<file path="src/core_pkg.sv">
package core_pkg;

	// lanes in decode, exec and writeback
	localparam int ISSUE_NUM = 2;

	typedef logic [4:0]  reg_addr_t;
	typedef logic [31:0] uint32_t;

	// up to two credits per cycle
	typedef logic [1:0] credit_t;

	// major opcode in instr[31:26]
	typedef enum logic [5:0] {
		OPC_SPECIAL = 6'h00,
		OPC_ADDIU   = 6'h09,
		OPC_ORI     = 6'h0d,
		OPC_LUI     = 6'h0f
	} opcode_t;

	// SPECIAL funct in instr[5:0]
	typedef enum logic [5:0] {
		FN_SLL  = 6'h00,
		FN_SRL  = 6'h02,
		FN_ADDU = 6'h21,
		FN_SUBU = 6'h23,
		FN_AND  = 6'h24,
		FN_OR   = 6'h25,
		FN_XOR  = 6'h26,
		FN_NOR  = 6'h27,
		FN_SLT  = 6'h2a,
		FN_SLTU = 6'h2b
	} funct_t;

	typedef enum logic [3:0] {
		OP_NOP,
		OP_ADDU,
		OP_SUBU,
		OP_AND,
		OP_OR,
		OP_XOR,
		OP_NOR,
		OP_SLT,
		OP_SLTU,
		OP_SLL,
		OP_SRL,
		OP_ADDIU,
		OP_ORI,
		OP_LUI
	} alu_op_t;

	typedef struct packed {
		logic    valid;
		uint32_t instr;
	} fetch_entry_t;

	// one issued instruction with resolved operands
	typedef struct packed {
		logic      valid;
		alu_op_t   op;
		reg_addr_t rd;
		uint32_t   opa;
		uint32_t   opb;
		logic [4:0] shamt;
	} pipeline_decode_t;

	// exec result as held in EX/WB and shown on retire
	typedef struct packed {
		logic      valid;
		reg_addr_t rd;
		uint32_t   wdata;
	} pipeline_exec_t;

endpackage

</file>
<file path="src/instr_queue.sv">
module instr_queue #(
	parameter int QUEUE_DEPTH = 8
) (
	input  logic                   clk,
	input  logic                   rst,
	input  logic                   in_valid,
	input  core_pkg::uint32_t      in_instr,
	input  core_pkg::credit_t      issue_num,
	output core_pkg::fetch_entry_t [core_pkg::ISSUE_NUM-1:0] head_entries,
	output core_pkg::credit_t      credit_return
);

	import core_pkg::*;

	localparam int PTR_W = $clog2(QUEUE_DEPTH);
	localparam int CNT_W = $clog2(QUEUE_DEPTH + 1);

	typedef logic [PTR_W-1:0] ptr_t;
	typedef logic [CNT_W-1:0] count_t;

	uint32_t mem [QUEUE_DEPTH];
	ptr_t    rptr, wptr;
	count_t  count;

	// pointer advance with wrap for any depth
	function automatic ptr_t wrap_add(ptr_t p, int unsigned n);
		int unsigned s;
		s = int'(p) + n;
		if (s >= QUEUE_DEPTH)
			s = s - QUEUE_DEPTH;
		return ptr_t'(s);
	endfunction

	always_ff @(posedge clk) begin
		if (in_valid)
			mem[wptr] <= in_instr;
	end

	always_ff @(posedge clk) begin
		if (rst) begin
			rptr          <= '0;
			wptr          <= '0;
			count         <= '0;
			credit_return <= '0;
		end else begin
			if (in_valid)
				wptr <= wrap_add(wptr, 1);
			rptr          <= wrap_add(rptr, issue_num);
			count         <= count + count_t'(in_valid) - count_t'(issue_num);
			// each popped entry frees one slot at the sender
			credit_return <= issue_num;
		end
	end

	assign head_entries[0].valid = (count > 0);
	assign head_entries[0].instr = mem[rptr];
	assign head_entries[1].valid = (count > 1);
	assign head_entries[1].instr = mem[wrap_add(rptr, 1)];

endmodule

</file>
<file path="config.mk">
export PLATFORM = sky130hd
export DESIGN_NAME = instr_queue
export DESIGN_NICKNAME = d
export VERILOG_FILES = /design/src/core_pkg.sv /design/src/instr_queue.sv
export SDC_FILE = /design/constraint.sdc
export NUM_CORES = 1
export LEC_CHECK = 0
export BUFFER_PORTS_ARGS = -buffer_cell sky130_fd_sc_hd__buf_2
export CORE_ASPECT_RATIO = 0.6
export CORE_MARGIN = 5
export CORE_UTILIZATION = 35
export DETAILED_ROUTE_END_ITERATION = 10
export PLACE_DENSITY_LB_ADDON = 0.12
export SYNTH_ARGS = -nofsm -noshare
export SYNTH_HDL_FRONTEND = slang
export SYNTH_SLANG_ARGS = --single-unit
export TNS_END_PERCENT = 20
</file>
<file path="constraint.sdc">
create_clock -name clk -period 9.9 [get_ports clk]
set_input_delay 1.485 -clock clk [delete_from_list [all_inputs] [get_ports clk]]
set_output_delay 1.485 -clock clk [all_outputs]
set_load 0.01 [all_outputs]
</file>
Yosys cells after proc, flatten, opt, wreduce, memory -nomap -nowiden

Memories as Yosys holds them, arrays and structs flattened. A register that Yosys moved wholly into a read port is not among the register bits.
Index checks and enable logic that the tools add are counted.

Bits in registers: 12
RAM bits: 256
Bits of input ports: 37
Output and inout bits: 68
Word-level logic and storage cells: 24
Memories kept: 1

Add/subtract/negate cells: 8
Magnitude comparators: 5
Multiplexer cells: 6

Memory list:

| memory | words | bits a word | rd ports | clocked after memory_dff | wr ports | RTL line          | text |
|---|---|---|---|---|---|---|---|
| mem    | 8     | 32          | 2        | 1                        | 1        | instr_queue.sv:21 | `uint32_t mem [QUEUE_DEPTH];` |

Operator list:

| cell                                                          | count |
|---|---|
| >= comparator 4 bit, second input constant                    | 3 |
| two-way mux 3 bit                                             | 4 |
| subtractor 3 x 1 -> 3 bit, second input constant              | 3 |
| adder 3 x 1 -> 4 bit, second input constant                   | 2 |
| greater-than comparator 4 x 1 -> 1 bit, second input constant | 2 |
| adder 3 x 2 -> 4 bit                                          | 1 |
| adder 4 x 1 -> 4 bit                                          | 1 |
| subtractor 4 x 2 -> 4 bit                                     | 1 |
| two-way mux 1 bit                                             | 2 |

Depth between registers and ports, before layout

Depth in word-level cells: 4
Gate-level depth with buffers: 7

Worst setup path after synthesis

OpenSTA, ideal clock, no wires.

Path type: input -> register
From: input port in_valid
To: memory mem[0][0] in the netlist's numbering, enable pin
Library setup time: 0.461 ns
Data arrival time: 3.786 ns
Data required time: 9.439 ns
Slack: 5.653 ns
Stages: 2
Path buffers: 0
Cell sequence: nand2b_1 -> nor3_1

Longest elaborated chain between the ends: 2

RTL lines:

| what                                    | RTL line          | text |
|---|---|---|
| start: declaration                      | instr_queue.sv:6  | `input logic in_valid,` |
| two-way mux 1 bit                       | instr_queue.sv:35 | `if (in_valid)` |
| two-way mux 1 bit (not written as such) | instr_queue.sv:36 | `mem[wptr] <= in_instr;` |
| end: declaration                        | instr_queue.sv:21 |  |

Every way passes these cells.

==> results.yml <==
critical_path:
  path_class: "register to output pin"
  rr_worst_depth: 3
  start_kind: "register"
  endpoint_kind: "output pin"
  cp.arrival_ns: 3.80
  critPathRequiredTime_ns: 8.42
  cp_max_fo: 69
layout:
  nFillCells: 2933
  diodes: 0
  fin_nets: 714
  multi_input_area_sq_mm: 0.00408
  syn2layout_area_growth_pct: 16.9
  regArea_sq_mm: 0.00794
  instances_no_fill: 1146
  drive_gt1_share_pct: 53.9
placement:
  dp.cells: 1094
  io_buffers: 104
  hpwl_microns: 16500
  gp_congestion: 0.720
global_routing:
  antenna_found_initial: 3
  use_met1_pct: 20.9
  grt_pass1_wl_microns: 43700
  gr-usage-all-layers_pct: 14.8
  first_global_vias: 6855
  gr-total-overflow: 0
  gr-usage-met3_pct: 2.77
  grt.busiest_layer: "met2"
  grt_max_degree: 70
  use_met2_pct: 24.3
sta:
  timing.fmax_mhz: 189
  slew_headroom_pct: 25.6
  setup_viol: 0
  period_minus_slack_ns: 5.29
  drv_slew: 0
  report.final.hold_viol_count: 0
  worst_pin_slew_ns: 1.12
  min_period_over_period_pct: 53.4
  rsz0062_at_grt: "false"
  skew_ns: 0.0101
  finalSetupTns_ns: 0
yosys:
  synth_simple_gate_area_share_pct: 1.10
  yosysSeqAreaShare_pct: 65.0
  synth_top_family_by_area: "multiplexers"
  yosysUniqueCellTypes: 23
  synth_compound_area_share_pct: 0.205
  syn_area_sq_mm: 0.0122
  synth_nets: 603
  synthAdderAreaFrac_pct: 1.35
  ys_ff_latch: 268
  yosysWarnings: 0
  syn_inst: 554
  synth_xor_xnor_area_share_pct: 0.359
  synthMuxAreaShare_pct: 29.7
  synth.avg_cell_area_sq_um: 22.0
routing:
  dr.pass1.iters: 6
  wirelength_microns: 29000
  via_per_inst: 5.46
  ant_nets: 0
  wire_per_inst_microns: 25.3
  drt_iter0_drc: 421
  dr_total_vias: 6254
  drcViolationCount: 0
power_and_ir_drop:
  p_sw_share_pct: 25.2
  power.total_uw: 3080
  power_density_mw_per_mm2: 216
  peakVddDrop_v: 0.000122
  seqPwrFrac_pct: 42.5
  clkPwrFrac_pct: 37.5
  comb_power_share_pct: 20.0
  leakagePower_uw: 0.00459
  intPower_uw: 2310
  power_switching_uw: 775
die:
  io_pins: 105
  core-area_sq_mm: 0.0340
  die_y_microns: 155
  die-area_sq_mm: 0.0388
  row_count: 52
  start_util_pct: 35.8
  die_x_microns: 251
cts:
  cts_tree: "built"
  cts_hold_buf: 0
  cts.repair.resized: 0
  post_cts_buffers: 0
  cts_buffers: 28
  cts_root_buf: "clkbuf_16"
  clock_tree.buffer_depth: 3
  path_clk_slew_ns: 0.06
  clock-sinks: 268
  htree_levels: 1
  clk_latency_ns: 0.54
hold_path:
  hold_path_class: "register to register"
  hold_path_depth: 2
outcome:
  status: "complete, no violations"
job:
  maxCapViolations: 0
-- metal layers --
layer / vias to the layer above / share of wire (%) / wire [microns]
met5: - / 0.048 / 14
met4: 4 / 1.9 / 563
met3: 43 / 4.1 / 1190
met2: 141 / 49 / 14100
met1: 3465 / 45 / 13100
li1: 2601 / - / -
-- final timing paths --
path	from	slack, ns	endpoint
setup / recovery	rptr[0]$_SDFF_PP0_	4.61	head_entries[54]
hold / removal	wptr[2]$_SDFFE_PP0P_	0.53	wptr[2]$_SDFFE_PP0P_
setup reg to reg	wptr[0]$_SDFFE_PP0P_	8.12	mem[3][22]$_DFFE_PP_
hold reg to reg	wptr[2]$_SDFFE_PP0P_	0.53	wptr[2]$_SDFFE_PP0P_
-- metrics by stage --
step	area, sq um	util (%)	hold slack, ns	worst slack (ns)
floorplan	12200	-	0.492	5.65
global placement	13200	38.9	0.513	5.18
detailed placement	13200	38.9	0.517	5.11
CTS	14300	41.9	0.537	4.51
global route	14300	41.9	0.577	4.33
finish	14300	41.9	0.531	4.61
-- cells in the mapped netlist (all sizes together) --
library cell    n  share of area (%)
a21o            2               0.12
a21oi           2              0.082
clkbuf          4               0.13
nor2b           6               0.31
nand2           4               0.12
nand2b          3               0.15
nor3            2              0.082
ha             10                1.0
fa              2               0.33
xnor2           3               0.22
mux2i           1              0.082
buf            32                1.9
inv             6               0.18
xor2            2               0.14
nor2           14               0.43
mux2           65                6.0
dfxtp          12                2.0
mux4          128                 24
edfxtp        256                 63
-- worst max-delay path: stages, from the launching register on --
cell     delay [ns]
dfxtp_4        0.37
buf_4          0.84
buf_4          0.86
mux4_2         0.61
mux2_2         0.31
buf_2          0.15
-- cell families after synthesis --
family | count (synthesis)
fa+ha+maj | 12
xor+xnor | 5
compound gates | 4
mux | 194
buf+inv | 42
simple gates | 29
flops | 268
-- flip-flops by register name (all words and copies together), names as in the netlist --
name	count
rptr	3
credit_return	2
mem	256
count	4
wptr	3
-- cell type report --
cell class                 instances  share of cell area, %
timing repair buffer             117                   4.34
clock inverter                    22                   2.06
sequential                       268                   55.7
inverter                           6                  0.158
clock buffer                      30                   5.12
tap                              459                   4.03
multi-input combinational        244                   28.6
-- layout by cell type (no fill, tap or decap), types with 6 or more instances in the layout --
cell type,Yosys,layout
clkbuf_16,0,29
nor2_1,14,8
mux4_2,128,128
buf_2,14,104
mux2_2,65,65
clkinv_2,0,7
inv_1,6,6
edfxtp_1,256,256
dfxtp_1,12,9
nor2b_1,6,6
bufinv_16,0,7
nor2_4,0,6
ha_1,10,9
buf_4,1,13
-- power by group through the flow --
| stage | Sequential (uW) | Combinational (uW) | Clock [uW] |
|---|---|---|---|
| after global placement | 1330 | 623 | 0 |
| after global routing | 1310 | 665 | 1240 |
| final | 1310 | 617 | 1160 |
| after floorplan | 1320 | 438 | 0 |
| after CTS | 1310 | 631 | 1190 |
| after detailed placement | 1340 | 627 | 0 |
Note: power is estimated with default switching activity, not from simulation.
