File: config.mk
export PLATFORM = sky130hd
export DESIGN_NAME = decode_and_issue
export DESIGN_NICKNAME = d
export VERILOG_FILES = /design/src/core_pkg.sv /design/src/decode_and_issue.sv
export SDC_FILE = /design/constraint.sdc
export NUM_CORES = 1
export LEC_CHECK = 0
export ABC_CLOCK_PERIOD_IN_PS = 6200
export BUFFER_PORTS_ARGS = -buffer_cell sky130_fd_sc_hd__buf_4
export CORE_AREA = 2 2 204 206
export DETAILED_ROUTE_END_ITERATION = 10
export DIE_AREA = 0 0 206 208
export PLACE_DENSITY = 0.42
export SETUP_SLACK_MARGIN = 0.1
export SYNTH_ARGS = -nofsm -noshare
export SYNTH_HDL_FRONTEND = slang
export SYNTH_SLANG_ARGS = --single-unit
export TNS_END_PERCENT = 5
File: constraint.sdc
create_clock -name vclk -period 6.2
set_clock_uncertainty 0.2 [all_clocks]
set_input_delay 0.31 -clock vclk [all_inputs]
set_output_delay 0.31 -clock vclk [all_outputs]
set_load 0.1 [all_outputs]
File: src/core_pkg.sv
package core_pkg;

	// lanes in decode, exec and writeback
	localparam int ISSUE_NUM = 2;

	typedef logic [4:0]  reg_addr_t;
	typedef logic [31:0] uint32_t;

	// up to two credits per cycle
	typedef logic [1:0] credit_t;

	// major opcode in instr[31:26]
	typedef enum logic [5:0] {
		OPC_SPECIAL = 6'h00,
		OPC_ADDIU   = 6'h09,
		OPC_ORI     = 6'h0d,
		OPC_LUI     = 6'h0f
	} opcode_t;

	// SPECIAL funct in instr[5:0]
	typedef enum logic [5:0] {
		FN_SLL  = 6'h00,
		FN_SRL  = 6'h02,
		FN_ADDU = 6'h21,
		FN_SUBU = 6'h23,
		FN_AND  = 6'h24,
		FN_OR   = 6'h25,
		FN_XOR  = 6'h26,
		FN_NOR  = 6'h27,
		FN_SLT  = 6'h2a,
		FN_SLTU = 6'h2b
	} funct_t;

	typedef enum logic [3:0] {
		OP_NOP,
		OP_ADDU,
		OP_SUBU,
		OP_AND,
		OP_OR,
		OP_XOR,
		OP_NOR,
		OP_SLT,
		OP_SLTU,
		OP_SLL,
		OP_SRL,
		OP_ADDIU,
		OP_ORI,
		OP_LUI
	} alu_op_t;

	typedef struct packed {
		logic    valid;
		uint32_t instr;
	} fetch_entry_t;

	// one issued instruction with resolved operands
	typedef struct packed {
		logic      valid;
		alu_op_t   op;
		reg_addr_t rd;
		uint32_t   opa;
		uint32_t   opb;
		logic [4:0] shamt;
	} pipeline_decode_t;

	// exec result as held in EX/WB and shown on retire
	typedef struct packed {
		logic      valid;
		reg_addr_t rd;
		uint32_t   wdata;
	} pipeline_exec_t;

endpackage

File: src/decode_and_issue.sv
module decode_and_issue (
	input  core_pkg::fetch_entry_t     [core_pkg::ISSUE_NUM-1:0]   fetch_entry,
	input  core_pkg::pipeline_exec_t   [core_pkg::ISSUE_NUM-1:0]   pipeline_exec,
	input  core_pkg::pipeline_exec_t   [core_pkg::ISSUE_NUM-1:0]   pipeline_wb,
	output core_pkg::reg_addr_t        [2*core_pkg::ISSUE_NUM-1:0] reg_raddr,
	input  core_pkg::uint32_t          [2*core_pkg::ISSUE_NUM-1:0] reg_rdata,
	output core_pkg::credit_t                                      issue_num,
	output core_pkg::pipeline_decode_t [core_pkg::ISSUE_NUM-1:0]   pipeline_decode
);

	import core_pkg::*;

	typedef struct packed {
		alu_op_t    op;
		reg_addr_t  rs;
		reg_addr_t  rt;
		reg_addr_t  rd;
		logic       uses_rs;
		logic       uses_rt;
		logic       use_imm;
		uint32_t    imm;
		logic [4:0] shamt;
	} decoded_t;

	decoded_t dec [ISSUE_NUM];
	logic     dep;

	function automatic decoded_t decode_instr(uint32_t instr);
		decoded_t d;
		d       = '0;
		d.op    = OP_NOP;
		d.rs    = instr[25:21];
		d.rt    = instr[20:16];
		d.shamt = instr[10:6];
		case (instr[31:26])
			OPC_SPECIAL: begin
				case (instr[5:0])
					FN_SLL:  d.op = OP_SLL;
					FN_SRL:  d.op = OP_SRL;
					FN_ADDU: d.op = OP_ADDU;
					FN_SUBU: d.op = OP_SUBU;
					FN_AND:  d.op = OP_AND;
					FN_OR:   d.op = OP_OR;
					FN_XOR:  d.op = OP_XOR;
					FN_NOR:  d.op = OP_NOR;
					FN_SLT:  d.op = OP_SLT;
					FN_SLTU: d.op = OP_SLTU;
					default: d.op = OP_NOP;
				endcase
				d.rd      = instr[15:11];
				// shifts take rt and sa only
				d.uses_rs = (d.op != OP_SLL) && (d.op != OP_SRL);
				d.uses_rt = 1'b1;
			end
			OPC_ADDIU: begin
				d.op      = OP_ADDIU;
				d.rd      = instr[20:16];
				d.uses_rs = 1'b1;
				d.use_imm = 1'b1;
				d.imm     = {{16{instr[15]}}, instr[15:0]};
			end
			OPC_ORI: begin
				d.op      = OP_ORI;
				d.rd      = instr[20:16];
				d.uses_rs = 1'b1;
				d.use_imm = 1'b1;
				d.imm     = {16'h0, instr[15:0]};
			end
			OPC_LUI: begin
				d.op      = OP_LUI;
				d.rd      = instr[20:16];
				d.use_imm = 1'b1;
				d.imm     = {16'h0, instr[15:0]};
			end
			default: ;
		endcase
		// unknown encodings retire as nop to r0
		if (d.op == OP_NOP) begin
			d.rd      = '0;
			d.uses_rs = 1'b0;
			d.uses_rt = 1'b0;
		end
		return d;
	endfunction

	// youngest producer wins, so later checks override
	function automatic uint32_t forward_operand(
		reg_addr_t                       addr,
		uint32_t                         rf_value,
		pipeline_exec_t [ISSUE_NUM-1:0]  ex,
		pipeline_exec_t [ISSUE_NUM-1:0]  wb
	);
		uint32_t v;
		v = rf_value;
		for (int i = 0; i < ISSUE_NUM; i++) begin
			if (wb[i].valid && wb[i].rd != '0 && wb[i].rd == addr)
				v = wb[i].wdata;
		end
		for (int i = 0; i < ISSUE_NUM; i++) begin
			if (ex[i].valid && ex[i].rd != '0 && ex[i].rd == addr)
				v = ex[i].wdata;
		end
		return v;
	endfunction

	always_comb begin
		for (int i = 0; i < ISSUE_NUM; i++) begin
			dec[i]             = decode_instr(fetch_entry[i].instr);
			reg_raddr[2*i]     = dec[i].rs;
			reg_raddr[2*i + 1] = dec[i].rt;
		end
	end

	// second slot waits if it reads what the first one writes
	assign dep = (dec[0].rd != '0) &&
		((dec[1].uses_rs && dec[1].rs == dec[0].rd) ||
		 (dec[1].uses_rt && dec[1].rt == dec[0].rd));

	always_comb begin
		if (!fetch_entry[0].valid)
			issue_num = 2'd0;
		else if (!fetch_entry[1].valid || dep)
			issue_num = 2'd1;
		else
			issue_num = 2'd2;
	end

	always_comb begin
		for (int i = 0; i < ISSUE_NUM; i++) begin
			pipeline_decode[i].valid = (issue_num > i);
			pipeline_decode[i].op    = dec[i].op;
			pipeline_decode[i].rd    = dec[i].rd;
			pipeline_decode[i].shamt = dec[i].shamt;
			if (dec[i].uses_rs)
				pipeline_decode[i].opa = forward_operand(dec[i].rs, reg_rdata[2*i],
					pipeline_exec, pipeline_wb);
			else
				pipeline_decode[i].opa = '0;
			if (dec[i].use_imm)
				pipeline_decode[i].opb = dec[i].imm;
			else if (dec[i].uses_rt)
				pipeline_decode[i].opb = forward_operand(dec[i].rt, reg_rdata[2*i + 1],
					pipeline_exec, pipeline_wb);
			else
				pipeline_decode[i].opb = '0;
		end
	end

endmodule

# Word-level counts from Yosys, hierarchy flattened
# Cells that the tools add are included.
# word_totals
regBits	0
latchBits	0
mem_bits_rw	0
mem_bits_ro	0
inputBits	346
out_inout_bits	180
memories	0
# op_classes
add_sub_neg	0
n_mul	0
n_div	0
order_cmp	2
eq_ne	46
shift	0
mux	40
n_bitwise	0
reduce_logical	45
# ops
cell	n
$mux W32	22
$pmux W33 S2	2
$eq A6 B6 Y1 const B	16
$eq A5 B5 Y1	18
$pmux W4 S10	2
$eq A6 B4 Y1 const B	6
$pmux W4 S4	2
$logic_and A1 B1 Y1	25
$reduce_bool A5 Y1	5
$logic_not A6 Y1	4
$pmux W5 S2	2
$ne A4 B4 Y1 const B	4
$mux W7	2
$eq A6 B2 Y1 const B	2
$logic_not A4 Y1	2
$mux W4	2
$reduce_or A2 Y1	4
$reduce_or A3 Y1	2
$gt A2 B1 Y1 const B	2
$mux W2	2
$pmux W1 S2	2
$logic_or A1 B1 Y1	2
$mux W1	2
$logic_not A1 Y1	1

# Depth between registers and ports, before layout
# depth
word_depth	15
ltp_mapped	11
ltp_nobuf	8

# Worst setup path before layout
# Ideal clock, no wire load.
# synth_timing
path_kind	input-to-output
startpoint	input port fetch_entry[0] (netlist bit)
endpoint	output port pipeline_decode[38] (netlist bit)
arrival_time_ns	5.283
required_ns	5.690
path_slack_ns	0.407
path_stages	6
path_buffers	1
cell_sequence	or3_1 a211o_1 o21bai_1 o21ai_1 clkbuf_1 a211oi_1
# synth_lines
element	line_no	text
start: declaration	decode_and_issue.sv:2	input core_pkg::fetch_entry_t [core_pkg::ISSUE_NUM-1:0] fetch_entry,
end: declaration	decode_and_issue.sv:8	output core_pkg::pipeline_decode_t [core_pkg::ISSUE_NUM-1:0] pipeline_decode

==> flow_summary.yaml <==
status:
  outcome: "completed"
logic_synthesis:
  synth_area_per_cell_um2: 6.38
  synth_compound_area_share_pct: 42.2
  seq_area_frac_synth_pct: 0
  muxShareOfSynthArea_pct: 16.1
  synth_top_family_by_area: "compound AO/OA/AOI/OAI gates"
  syn_area_mm2: 0.00798
  synthSimpleGateAreaFrac_pct: 21.1
  synth_warnings: 0
  synth_fa_ha_area_share_pct: 0
  synth_xor_area_share_pct: 9.66
  synthesis.nets: 1596
  yosysUniqueCellTypes: 67
  synth_cells: 1250
routing:
  antenna_left: 0
  num_vias: 11437
  routedWlPerCell_um: 26.1
  drc: 0
  vias_per_cell: 5.31
  first_pass_iters: 5
  first_iter_violations: 880
  routed_wl_um: 56300
timing:
  tightest_slew_ps: 1170
  layout_min_cycle_time_ps: 4210
  slew_violations: 0
  rsz0062_at_grt: "false"
  fmax_mhz: 237
  period_share_pct: 68.0
  hold_viol: 0
  setup_viol: 0
  holdWs_ps: 758
  slew_headroom_pct: 21.9
  setup_tns_ps: 0
placed_design:
  placed_cells: 2152
  place_congestion: 0.866
  port_buffers: 526
  dp_hpwl_um: 43100
global_routing:
  grt_pass1_wl_um: 80100
  met3_usage_pct: 3.09
  antenna_found_initial: 3
  grt_start_max_net_pins: 65
  grt_overflow_total: 0
  first_global_vias: 11216
  use_met2_pct: 41.4
  gr-max-usage-layer: "met2"
  track_usage_pct: 24.9
  use_met1_pct: 34.4
floorplan:
  die-area_mm2: 0.0428
  die_w_um: 206
  core-area_mm2: 0.0406
  ios: 526
  die_height_um: 208
  initial_core_util_pct: 19.7
  num_rows: 74
run:
  max_cap_viol_count: 0
critical_path:
  path_max_fanout: 64
  crit_required_ps: 5690
  cp_top_family: "simple AND/OR/NAND/NOR gates"
  max_stage_delay_ps: 930
  startpoint_type: "input pin"
  critPathArrivalTime_ps: 3700
  path_class: "input pin to primary output"
  cpMaxStageDelayCell: "a211oi_1"
  worst-path-buf-inv: 2
  crit_chain: "buf_4 -> xor2_1 -> nor3_1 -> nand4_4 -> nor2_1 -> a211oi_1 -> a211oi_1 -> o31ai_1 -> buf_4"
  critPathCaptureType: "primary output"
cells_and_area:
  seqCellArea_um2: 0
  nFlopsAndLatches: 0
  nets: 1968
  fin_cells: 2155
  drive_above_1_share_pct: 36.0
  syn_to_final_growth_pct: 50.4
  n_clock_buffer: 0
pwr:
  power_density_mw_per_mm2: 64.1
  ir_drop_uv: 47.6
  total_leakage_power_nw: 4.93
clocking:
  hold_buffers: 0
  cts_setup_buffers: 0
  cts-resized-gates: 0
hold_path:
  hold_path_class: "input pin to primary output"
==> cell type report <==
cell class | count | area [um2]
Fill cell | 4557 | 28600
Multi-Input combinational cell | 1067 | 7200
Timing Repair Buffer | 547 | 4110
Tap cell | 532 | 666
Inverter | 6 | 22.5
Antenna cell | 3 | 7.51
==> cells by family after synthesis <==
| family | Yosys count |
|---|---|
| XOR/XNOR | 88 |
| AND/OR/NAND/NOR | 352 |
| multiplexers | 128 |
| buffers and inverters | 183 |
| AO/OA/AOI/OAI | 499 |
==> synth_stat cells, types with 3 or more instances <==
master	number	area share, %
o32a_1	3	0.38
xnor2_1	44	4.8
buf_4	37	3.5
nand3_1	12	0.75
a211oi_1	226	21
nand4_1	6	0.47
a21o_1	17	1.6
nor2b_1	3	0.24
or4_1	4	0.38
nand2_1	29	1.4
clkbuf_1	99	4.7
nor2_1	241	11
nor4_4	4	1.1
o31ai_1	33	3.1
a31oi_1	4	0.31
a22o_1	7	0.77
xor2_1	44	4.8
or3_1	5	0.39
nand2b_1	6	0.47
a21oi_1	142	8.9
o21a_1	3	0.28
o21ai_0	37	2.3
inv_1	6	0.28
nor3_1	10	0.63
nor4_1	3	0.24
buf_2	37	2.3
nand4_2	4	0.63
nor4b_1	4	0.44
mux2i_1	128	16
nor4_2	6	0.94
==> worst paths after layout <==
kind	endpoint	depth (start not counted)	from	slack, ps
setup / recovery	pipeline_decode[17]	9	fetch_entry[18]	1990
hold / removal	pipeline_decode[81]	2	fetch_entry[41]	760
==> cell usage in the layout (no fill, tap or decap), drive strengths merged, types with 29 or more instances in the layout <==
cell    count
buf       547
nor2      242
a211oi    226
a21oi     142
mux2i     128
xor2       44
xnor2      44
o21ai      40
o31ai      34
nand2      29
==> power breakdown <==
part,total [mW],internal [mW],switching (mW)
Combinational,0.770,0.299,0.471
Sequential,0,0,0
Clock,0.0000000652,0.0000000651,0
==> per-layer routing <==
layer | routed length, um | up-vias | share of wire (%)
met5 | 0 | - | 0
met4 | 922 | 0 | 1.6
met3 | 3790 | 54 | 6.7
met2 | 26400 | 519 | 47
met1 | 25200 | 5460 | 45
li1 | - | 5404 | -
==> metrics by stage <==
stage	total power, mW	util [%]	area, um2	setup slack [ps]
final	0.770	29.6	12000	1990
after global routing	0.817	29.6	12000	1820
after CTS	0.768	29.6	12000	2010
after detailed placement	0.766	29.6	12000	2010
after global placement	0.765	29.6	12000	2020
after floorplan	0.427	-	7980	407
No activity file was read; power rests on OpenSTA's default activity.
