==> src/core_pkg.sv <==
package core_pkg;

	// lanes in decode, exec and writeback
	localparam int ISSUE_NUM = 2;

	typedef logic [4:0]  reg_addr_t;
	typedef logic [31:0] uint32_t;

	// up to two credits per cycle
	typedef logic [1:0] credit_t;

	// major opcode in instr[31:26]
	typedef enum logic [5:0] {
		OPC_SPECIAL = 6'h00,
		OPC_ADDIU   = 6'h09,
		OPC_ORI     = 6'h0d,
		OPC_LUI     = 6'h0f
	} opcode_t;

	// SPECIAL funct in instr[5:0]
	typedef enum logic [5:0] {
		FN_SLL  = 6'h00,
		FN_SRL  = 6'h02,
		FN_ADDU = 6'h21,
		FN_SUBU = 6'h23,
		FN_AND  = 6'h24,
		FN_OR   = 6'h25,
		FN_XOR  = 6'h26,
		FN_NOR  = 6'h27,
		FN_SLT  = 6'h2a,
		FN_SLTU = 6'h2b
	} funct_t;

	typedef enum logic [3:0] {
		OP_NOP,
		OP_ADDU,
		OP_SUBU,
		OP_AND,
		OP_OR,
		OP_XOR,
		OP_NOR,
		OP_SLT,
		OP_SLTU,
		OP_SLL,
		OP_SRL,
		OP_ADDIU,
		OP_ORI,
		OP_LUI
	} alu_op_t;

	typedef struct packed {
		logic    valid;
		uint32_t instr;
	} fetch_entry_t;

	// one issued instruction with resolved operands
	typedef struct packed {
		logic      valid;
		alu_op_t   op;
		reg_addr_t rd;
		uint32_t   opa;
		uint32_t   opb;
		logic [4:0] shamt;
	} pipeline_decode_t;

	// exec result as held in EX/WB and shown on retire
	typedef struct packed {
		logic      valid;
		reg_addr_t rd;
		uint32_t   wdata;
	} pipeline_exec_t;

endpackage

==> src/instr_exec.sv <==
module instr_exec (
	input  core_pkg::pipeline_decode_t data,
	output core_pkg::pipeline_exec_t   result
);

	import core_pkg::*;

	uint32_t alu_out;

	always_comb begin
		case (data.op)
			OP_ADDU,
			OP_ADDIU: alu_out = data.opa + data.opb;
			OP_SUBU:  alu_out = data.opa - data.opb;
			OP_AND:   alu_out = data.opa & data.opb;
			OP_OR,
			OP_ORI:   alu_out = data.opa | data.opb;
			OP_XOR:   alu_out = data.opa ^ data.opb;
			OP_NOR:   alu_out = ~(data.opa | data.opb);
			OP_SLT:   alu_out = {31'h0, $signed(data.opa) < $signed(data.opb)};
			OP_SLTU:  alu_out = {31'h0, data.opa < data.opb};
			OP_SLL:   alu_out = data.opb << data.shamt;
			OP_SRL:   alu_out = data.opb >> data.shamt;
			// immediate sits in the low half of opb
			OP_LUI:   alu_out = {data.opb[15:0], 16'h0};
			default:  alu_out = '0;
		endcase
	end

	always_comb begin
		result.valid = data.valid;
		if (!data.valid || data.op == OP_NOP) begin
			result.rd    = '0;
			result.wdata = '0;
		end else begin
			result.rd    = data.rd;
			result.wdata = alu_out;
		end
	end

endmodule

==> config.mk <==
export PLATFORM = sky130hd
export DESIGN_NAME = instr_exec
export DESIGN_NICKNAME = d
export VERILOG_FILES = /design/src/core_pkg.sv /design/src/instr_exec.sv
export SDC_FILE = /design/constraint.sdc
export NUM_CORES = 1
export LEC_CHECK = 0
export ABC_AREA = 1
export BUFFER_PORTS_ARGS = -buffer_cell sky130_fd_sc_hd__buf_2
export CAP_MARGIN = 20
export CORE_MARGIN = 5
export CORE_UTILIZATION = 35
export DETAILED_ROUTE_END_ITERATION = 8
export PLACE_DENSITY = 0.63
export SYNTH_ARGS = -nofsm -noshare
export SYNTH_HDL_FRONTEND = slang
export SYNTH_SLANG_ARGS = --single-unit
==> constraint.sdc <==
create_clock -name vclk -period 2.2
set_input_delay 0 -clock vclk [all_inputs]
set_output_delay 0 -clock vclk [all_outputs]
set_load 0.05 [all_outputs]
# [Yosys cells after proc, flatten, opt, wreduce, memory -nomap -nowiden]
# Index checks and enable logic that the tools add are counted.
# Widths: inputs -> output; s select.
[word_totals] input_bits=79 ff_bits=0
[classes] bitwise=4 order_cmp=2 reduce_logical=5 n_shift=2 eq_ne=13 add_sub_neg=2 n_mux=2
[op_table] operator="$pmux 32 s11" count=1
[op_table] operator="$lt 32x32->1" count=2
[op_table] operator="$mux 37" count=1
[op_table] operator="$add 32x32->32" count=1
[op_table] operator="$and 32x32->32" count=1
[op_table] operator="$not 32->32" count=1
[op_table] operator="$or 32x32->32" count=1
[op_table] operator="$shl 32x5->32" count=1
[op_table] operator="$shr 32x5->32" count=1
[op_table] operator="$sub 32x32->32" count=1
[op_table] operator="$xor 32x32->32" count=1
[op_table] operator="$eq 4x4->1 const B" count=6
[op_table] operator="$eq 4x3->1 const B" count=4
[op_table] operator="$eq 4x2->1 const B" count=2
[op_table] operator="$eq 4x1->1 const B" count=1
[op_table] operator="$logic_not 4->1" count=1
[op_table] operator="$reduce_or 2->1" count=2
[op_table] operator="$logic_not 1->1" count=1
[op_table] operator="$logic_or 1x1->1" count=1

# [Depth between registers and ports, before layout]
# Gate-level depths: netlist (run 1).
[logic_depth] ltp_word=4 ltp_mapped=17

# [Worst setup path after synthesis (run 1)]
# OpenSTA, ideal clock, no wires.
[synth_path] path_type="input port to output port" start="input port data[37] (netlist bit)" end="output port result[0] (netlist bit)" arrival_ns=2.102 path_slack_ns=0.098 t_required_ns=2.200 stages=15 cell_sequence="inv_1 > ha_1 > inv_1 > fa_1 > nand2_1 > nand2_1 > nand2_1 > o21ai_1 > nand2_1 > nand2_1 > nand2_1 > nand2_1 > nor2_1 > nor2_1 > a21oi_1"
[synth_lines] element="start: declaration" line_no="instr_exec.sv:2" rtl="input core_pkg::pipeline_decode_t data,"
[synth_lines] element="end: declaration" line_no="instr_exec.sv:3" rtl="output core_pkg::pipeline_exec_t result"

==> results.ini, run 1 <==
[run_status]
outcome = finished clean

[synthesis]
yosys_warnings = 0
synth_area_leaders = nand2_1 25%, nand3_1 19%, inv_1 13%, ha_1 12%, nor2_1 7.2%
synth_area_per_cell_sq_um = 4.761
yosys.area.top_type = nand2_1
synth.area.mux_share_pct = 0
synth_top_area_share_pct = 25.49
yosysSeqAreaShare_pct = 0
syn_inst = 2165
synth_fa_ha_area_share_pct = 12.04
synth_compound_area_share_pct = 12.50
synth_top_family_by_area = simple AND/OR/NAND/NOR gates
ys_types = 41
synth_xor_area_share_pct = 0.08496
yosys.area_share.simple_pct = 57.41
syn-cell-area_sq_um = 10310
syn_nets = 2342

[grt]
grtUsageTotal_pct = 31.62
antenna_found_initial = 0
grt_overflow = 0
grt_pass1_wl_mm = 81.02
grt_max_degree = 71
grt_pass1_vias = 13650

[routing]
vias = 15360
wl_per_cell_um = 19.76
ant_nets = 0
via_per_inst = 5.441
drt_wl_total_mm = 55.79
drt_iter0_drc = 2298
drcViolationCount = 0
dr.pass1.iters = 6

[timing]
setup_ws_ns = 0.07164
setup_viol = 0
worstMarginPinSlew_ns = 0.4389
hold_ws_ns = 0.3050
finalCritPeriodShare_pct = 96.74
hold_viol = 0
relSlewSlack_pct = 70.63
fin_setup_tns_ns = 0
fmax_mhz = 469.8
fin_crit_ns = 2.128
rsz0062_at_grt = yes
finalMaxSlewViolations = 0

[cells_and_area]
register_area_sq_um = 0
syn_to_final_growth_pct = 30.27
nFlopsAndLatches = 0
final_common_cell = nand2_1
fin_util_pct = 46.54
drive_above_1_share_pct = 20.02
num-nets-final = 2617
fill_cells = 3308
clock_buffers = 0
final_cell_mix = 683 x nand2_1, 390 x nand3_1, 345 x inv_1

[placement]
dp_slack_ns = -0.1935
place_congestion = 1.078
dp_hpwl_mm = 47.30
port_buffers = 117

[setup_path]
crit_type = primary input to primary output
cp-startpoint = data[5]
arrival_ns = 2.13
crit_path_max_fanout = 4
end_kind = primary output
worstPathRequired_ns = 2.20
critPathLaunchType = primary input

[floorplan]
io_pins = 117
core_area_sq_um = 28860
rows = 62
dieArea_sq_um = 32990
chipHeight_um = 181.6
die_x_um = 181.6
initial_core_util_pct = 35.72

[power_and_ir_drop]
p_per_area_nw_per_um2 = 268.1
p_leak_nw = 7.745
vdd_ir_drop_max_mv = 0.1306

[hold_path]
min_path_cells = 2
worstHoldStart = data[78]
hp-class = primary input to primary output

[flow_run]
drv_cap = 0

[clock_tree]
cts_hold_buffers = 0
cts_setup_buffers = 0

==> critical path, cell delays in order <==
cell and delay [ns]:
buf_4 0.15, ha_1 0.23, fa_2 0.38, nand3_1 0.12, nand3_2 0.11, nand2_1 0.08
nand2_1 0.10, nand2_1 0.07, nand2_1 0.09, o21ai_0 0.16, nand2_1 0.15, nor2_1 0.22
nor2_1 0.06, buf_4 0.19
==> Yosys cell counts (2+ instances only) <==
| cell | n |
|---|---|
| o221ai_1 | 6 |
| and2_1 | 15 |
| buf_4 | 5 |
| nand4_1 | 24 |
| fa_1 | 2 |
| nor4_1 | 3 |
| clkbuf_1 | 20 |
| or2_2 | 8 |
| and3_1 | 3 |
| nor2_1 | 198 |
| nand3b_1 | 2 |
| nand2_1 | 700 |
| nand3_1 | 398 |
| o22ai_1 | 25 |
| buf_6 | 7 |
| nor3_1 | 25 |
| nor2_2 | 3 |
| o2111ai_1 | 3 |
| o21ai_0 | 64 |
| o21ai_1 | 6 |
| clkbuf_2 | 4 |
| inv_2 | 8 |
| o21a_1 | 2 |
| o211ai_1 | 27 |
| a21oi_1 | 79 |
| ha_1 | 96 |
| a211oi_1 | 2 |
| nand2_2 | 5 |
| o21bai_1 | 6 |
| buf_1 | 2 |
| a31oi_1 | 2 |
| buf_2 | 57 |
| inv_1 | 350 |
==> per-stage QoR <==
step                      total power [mW]  std cells  area [sq um]
final                                3.600       2823         13430
after global routing                 3.870       2822         13430
after CTS                            3.358       2822         12940
after detailed placement             3.327       2822         12880
after global placement               3.318       2822         12880
after floorplan                      1.925       2165         10310
==> metal layers <==
| metal | part of all wire [%] | vias up | track usage (%) | wire length [um] |
|---|---|---|---|---|
| li1 | - | 7486 | - | - |
| met4 | 6.7 | 0 | 15.76 | 3713 |
| met5 | 0 | - | 0 | 0 |
| met1 | 42 | 6779 | 43.89 | 23380 |
| met2 | 41 | 939 | 48.74 | 23140 |
| met3 | 10 | 155 | 2.981 | 5557 |
==> layout make-up <==
type / instances / area, sq um / share of cell area (%)
Antenna cell: 1 / 2.502 / 0.01863
Inverter: 359 / 1348 / 10.03
Multi-Input combinational cell: 1711 / 8917 / 66.40
Timing Repair Buffer: 368 / 2681 / 19.97
Tap cell: 384 / 480.5 / 3.578
==> worst paths after layout <==
kind	to	slack (ns)
max	result[10]	0.07
min	result[37]	0.30
==> logic make-up (layout without fill, tap and decap cells) <==
logic type	count (synthesis)	in the layout
simple gates	1388	1388
buf+inv	454	727
compound gates	224	224
fa+ha+maj	98	98
xor+xnor	1	1
other cells	0	1
==> where the power goes <==
part	switching (mW)	leakage [nW]	total, mW	internal, mW
sequential	0	0	0	0
clock	0	0.00000799	0.0000000771	0.0000000771
combinational	2.33	7.74	3.60	1.27
==> repair_timing <==
action                     4_1_cts  5_1_grt
setup endpoints to repair        8       30
resized for setup               16      136
pin swaps                        0        8
(Power assumes the default switching activity.)
==> run 2, diff against run 1 <==
- ABC_AREA: 1 -> 0
- PLACE_DENSITY: 0.63 -> 0.64
==> results.ini, run 2 <==
[synthesis]
synth_area_leaders = ha_1 13%, mux4_2 11%, a21oi_1 6.0%, mux2i_1 5.1%, o21ai_0 4.7%
synth_top_area_share_pct = 12.80
ys_types = 88
ys_top_cells_by_count = 116 x nand2_1, 113 x a21oi_1, 113 x nor2_1
yosys.area.top_type = ha_1
yosysSeqAreaShare_pct = 0
yosys_warnings = 0
synthMostInstantiatedCell = nand2_1
syn_nets = 1542
synth_area_per_cell_sq_um = 6.875
syn-cell-area_sq_um = 9384
syn_inst = 1365

[cells_and_area]
nFlopsAndLatches = 0
fin_util_pct = 64.87
fill_cells = 2277
final_common_cell = buf_4
design_area_sq_um = 17290
clock_buffers = 0
drive_above_1_share_pct = 55.07
register_area_sq_um = 0
num-nets-final = 2140
syn_to_final_growth_pct = 84.24
final_cell_mix = 537 x buf_4, 111 x nand2_1, 102 x nor2_1

[routing]
drcViolationCount = 2
drt_wl_total_mm = 60.32
dr.pass1.iters = 6
wl_per_cell_um = 26.19
drt_iter0_drc = 1527
ant_nets = 0
via_per_inst = 6.267
vias = 14430

[timing]
hold_viol = 0
rsz0062_at_grt = yes
finalCritPeriodShare_pct = 120.2
relSlewSlack_pct = 63.95
setup_viol = 27
setup_ws_ns = -0.4447
finalMaxSlewViolations = 0
fin_crit_ns = 2.645
fmax_mhz = 378.1
worstMarginPinSlew_ns = 0.5384

[floorplan]
die_x_um = 173.7
chipHeight_um = 173.7
rows = 60
initial_core_util_pct = 35.21
io_pins = 117
core_area_sq_um = 26650
dieArea_sq_um = 30190

[setup_path]
critPathBufInv = 5
path_depth = 13
slowest_stage = or4b_4
crit_path_max_incr_delay_ns = 0.53
path_cells = buf_12, inv_12, ha_4, inv_6, a2111oi_4, or4b_4, buf_4, a21oi_4, nor2_2, or4_1, a32oi_1, o21a_2, buf_8
crit_path_end = result[19]
critPathLaunchType = primary input
crit_path_max_fanout = 3
cpLargestDelayFamily = simple AND/OR/NAND/NOR gates
crit_type = primary input to primary output
cp-startpoint = data[13]
arrival_ns = 2.64
end_kind = primary output
worstPathRequired_ns = 2.20

[power_and_ir_drop]
p_per_area_nw_per_um2 = 293.8
p_switching_mw = 2.749
seqPwrFrac_pct = 0
p_int_mw = 2.329
vdd_ir_drop_max_mv = 0.2046
p_clk_share_pct = 0
total_power_mw = 5.079
power_frac_comb_pct = 100.0
p_leak_nw = 7.539
switching_share_pct = 54.13

[hold_path]
hp-class = primary input to primary output

[grt]
antenna_found_initial = 1
grt_max_degree = 31
grt_pass1_wl_mm = 87.61
grt_overflow = 0
grtUsageTotal_pct = 37.26
grt_pass1_vias = 14180

[placement]
dp_hpwl_mm = 48.32
dp_slack_ns = -0.5983
placed_cell_area_sq_um = 14730
port_buffers = 117
place_congestion = 1.055

[run_status]
outcome = finished, violations left
failed_checks = design-rule violations, negative setup slack

[flow_run]
drv_cap = 0

run 2: timing repair:
item / CTS / global route
hold buffers: 0 / 0
setup buffers: 29 / 35
gates resized for setup: 314 / 185
pin swaps: 83 / 80
cloned: 2 / 0
endpoints found under the setup margin: 31 / 32
run 2: power groups by stage:
stage | registers [mW] | clock network (mW) | logic, mW
after floorplan | 0 | 0 | 2.10
after global placement | 0 | 0 | 4.11
after detailed placement | 0 | 0 | 4.12
after CTS | 0 | 0 | 4.65
after global routing | 0 | 0 | 5.29
final | 0 | 0.0000000513 | 5.08
run 2: logic make-up (layout without fill, tap and decap cells):
| group | Yosys count | count (layout) | synth area share, % |
|---|---|---|---|
| adders and majority gates | 98 | 98 | 13.23 |
| AOI/OAI and AO/OA | 496 | 496 | 35.99 |
| other | 0 | 1 | 0 |
| and+or+nand+nor | 437 | 437 | 22.53 |
| muxes | 108 | 108 | 17.96 |
| buffers and inverters | 218 | 814 | 9.547 |
| xor gates and xnor gates | 8 | 8 | 0.7467 |
run 2: worst min path at each step:
stage / startpoint / to / slack, ns / cells past startpoint
finish: data[78] / result[37] / 0.30 / 2
global route: data[78] / result[37] / 0.31 / 2
CTS: data[78] / result[37] / 0.30 / 2
detailed placement: data[78] / result[37] / 0.30 / 2
global placement: data[78] / result[37] / 0.30 / 2
floorplan: data[78] / result[37] / 0.17 / 1
run 2: routing by layer:
metal,GRT usage (%),vias up,wire (um)
li1,-,6404,-
met1,48.12,6944,23960
met2,62.48,885,27960
met3,4.079,199,4623
met4,17.12,2,3757
met5,0,-,13
run 2: area by class of cell:
type | instances | area [sq um] | area share, %
Multi-Input combinational cell | 1147 | 10500 | 60.74
Inverter | 104 | 460.4 | 2.663
Tap cell | 341 | 426.7 | 2.468
Antenna cell | 1 | 2.502 | 0.01447
Timing Repair Buffer | 710 | 5898 | 34.11
run 2: stage by stage:
stage | instances | TNS, ns | hold WS [ns]
floorplan | 1365 | -1.846 | 0.1671
global placement | 2248 | -13.39 | 0.3041
detailed placement | 2248 | -13.59 | 0.3033
CTS | 2276 | -4.904 | 0.3036
global route | 2302 | -8.331 | 0.3104
finish | 2303 | -6.520 | 0.3027
==> run 3, diff against run 2 <==
- CELL_PAD_IN_SITES_DETAIL_PLACEMENT: not set -> 1
- CELL_PAD_IN_SITES_GLOBAL_PLACEMENT: not set -> 1
- PLACE_DENSITY: 0.64 -> 0.83
- clock period: 2.2 -> 2.4 ns (I/O delays scaled with it)
==> results.ini, run 3 (synthesis results as in run 2) <==
[run_status]
outcome = finished, violations left
failed_checks = negative setup slack

[grt]
grt_overflow = 0
grt_pass1_vias = 15390
grtUsageTotal_pct = 40.68
grt_pass1_wl_mm = 95.77
grt_max_degree = 34
antenna_found_initial = 0

[setup_path]
path_cells = buf_2, inv_1, ha_2, inv_1, nor3_1, a32oi_2, a2111oi_4, nor2_2, buf_4, nor4_4, o31ai_2, nand3_2, buf_8
arrival_ns = 2.77
cp-startpoint = data[17]
crit_top_cell = inv_1
crit_path_max_incr_delay_ns = 0.45
crit_type = primary input to primary output
crit_path_max_fanout = 4
end_kind = primary output
slowest_stage = a2111oi_4
critPathBufInv = 5
worstPathRequired_ns = 2.40
critPathLaunchType = primary input
cpLargestDelayFamily = simple AND/OR/NAND/NOR gates

[timing]
fmax_mhz = 360.7
hold_viol = 0
setup_viol = 26
rsz0062_at_grt = yes
relSlewSlack_pct = 50.14
finalCritPeriodShare_pct = 115.5
fin_setup_tns_ns = -5.007
worstMarginPinSlew_ns = 0.7400
finalMaxSlewViolations = 0
setup_ws_ns = -0.3725
fin_crit_ns = 2.772

[cells_and_area]
final_common_cell = buf_4
nFlopsAndLatches = 0
fill_cells = 3165
clock_buffers = 0
syn_to_final_growth_pct = 72.79
drive_above_1_share_pct = 50.53
final_cell_mix = 461 x buf_4, 111 x nand2_1, 107 x nor2_1
design_area_sq_um = 16210
register_area_sq_um = 0
multiInputGateArea_sq_um = 10270
num-nets-final = 2055

[routing]
via_per_inst = 6.900
drcViolationCount = 0
wl_per_cell_um = 31.73
drt_iter0_drc = 1773
vias = 15310
dr.pass1.iters = 6
ant_nets = 0
drt_wl_total_mm = 70.38

[placement]
placed_cell_area_sq_um = 13980
port_buffers = 117
dp_hpwl_mm = 50.63
place_congestion = 1.057

[floorplan]
chipHeight_um = 173.7
io_pins = 117
dieArea_sq_um = 30190
initial_core_util_pct = 35.21
die_x_um = 173.7
core_area_sq_um = 26650
rows = 60

[flow_run]
drv_cap = 0

[hold_path]
worstHoldEndpoint = result[37]
worstHoldStart = data[78]
hp-class = primary input to primary output
min_path_cells = 2

## run 3: cell types whose count changed in the layout (fill, tap and decap cells not counted), moves of 8 or more
cell / change
buf_6: -10
a21oi_1: +10
buf_2: +8
buf_4: -76
buf_12: -8
## run 3: routing by layer
| metal | wire [um] | track usage, % | vias to the layer above | part of all wire (%) |
|---|---|---|---|---|
| met2 | 31960 | 68.83 | 1204 | 45 |
| met4 | 6265 | 25.70 | 0 | 8.9 |
| met3 | 6728 | 5.518 | 391 | 9.6 |
| li1 | - | - | 6253 | - |
| met5 | 0 | 0 | - | 0 |
| met1 | 25430 | 48.55 | 7457 | 36 |
## run 3: cell type report
type	count	area share, %
Multi-Input combinational cell	1147	63.34
Timing Repair Buffer	625	31.30
Inverter	104	2.716
Tap cell	341	2.631
Antenna cell	1	0.01543
## run 3: how the worst max path moves through the flow
stage	to	slack, ns	depth (start not counted)
floorplan	result[10]	-0.05	8
global placement	result[22]	-0.89	13
detailed placement	result[22]	-0.88	13
CTS	result[25]	-0.20	13
global route	result[30]	-0.49	14
finish	result[30]	-0.37	13
## run 3: timing repair
action                     in CTS  in global routing
hold endpoints to repair        0                  0
gates cloned                    0                  1
hold buffers                    0                  0
setup endpoints to repair      30                 32
pin swaps                      88                 80
setup buffers                  27                 29
gates resized for setup       292                161
## run 3: through the flow
| stage | std cells | hold slack, ns | utilization [%] | worst slack [ns] |
|---|---|---|---|---|
| 5_1_grt | 2217 | 0.3333 | 60.83 | -0.4907 |
| 6_report | 2218 | 0.3205 | 60.84 | -0.3725 |
| 3_3_place_gp | 2179 | 0.3044 | 52.46 | -0.8907 |
| 2_1_floorplan | 1365 | 0.1671 | - | -0.04960 |
| 4_1_cts | 2200 | 0.3129 | 57.88 | -0.1993 |
| 3_5_place_dp | 2179 | 0.3123 | 52.46 | -0.8763 |
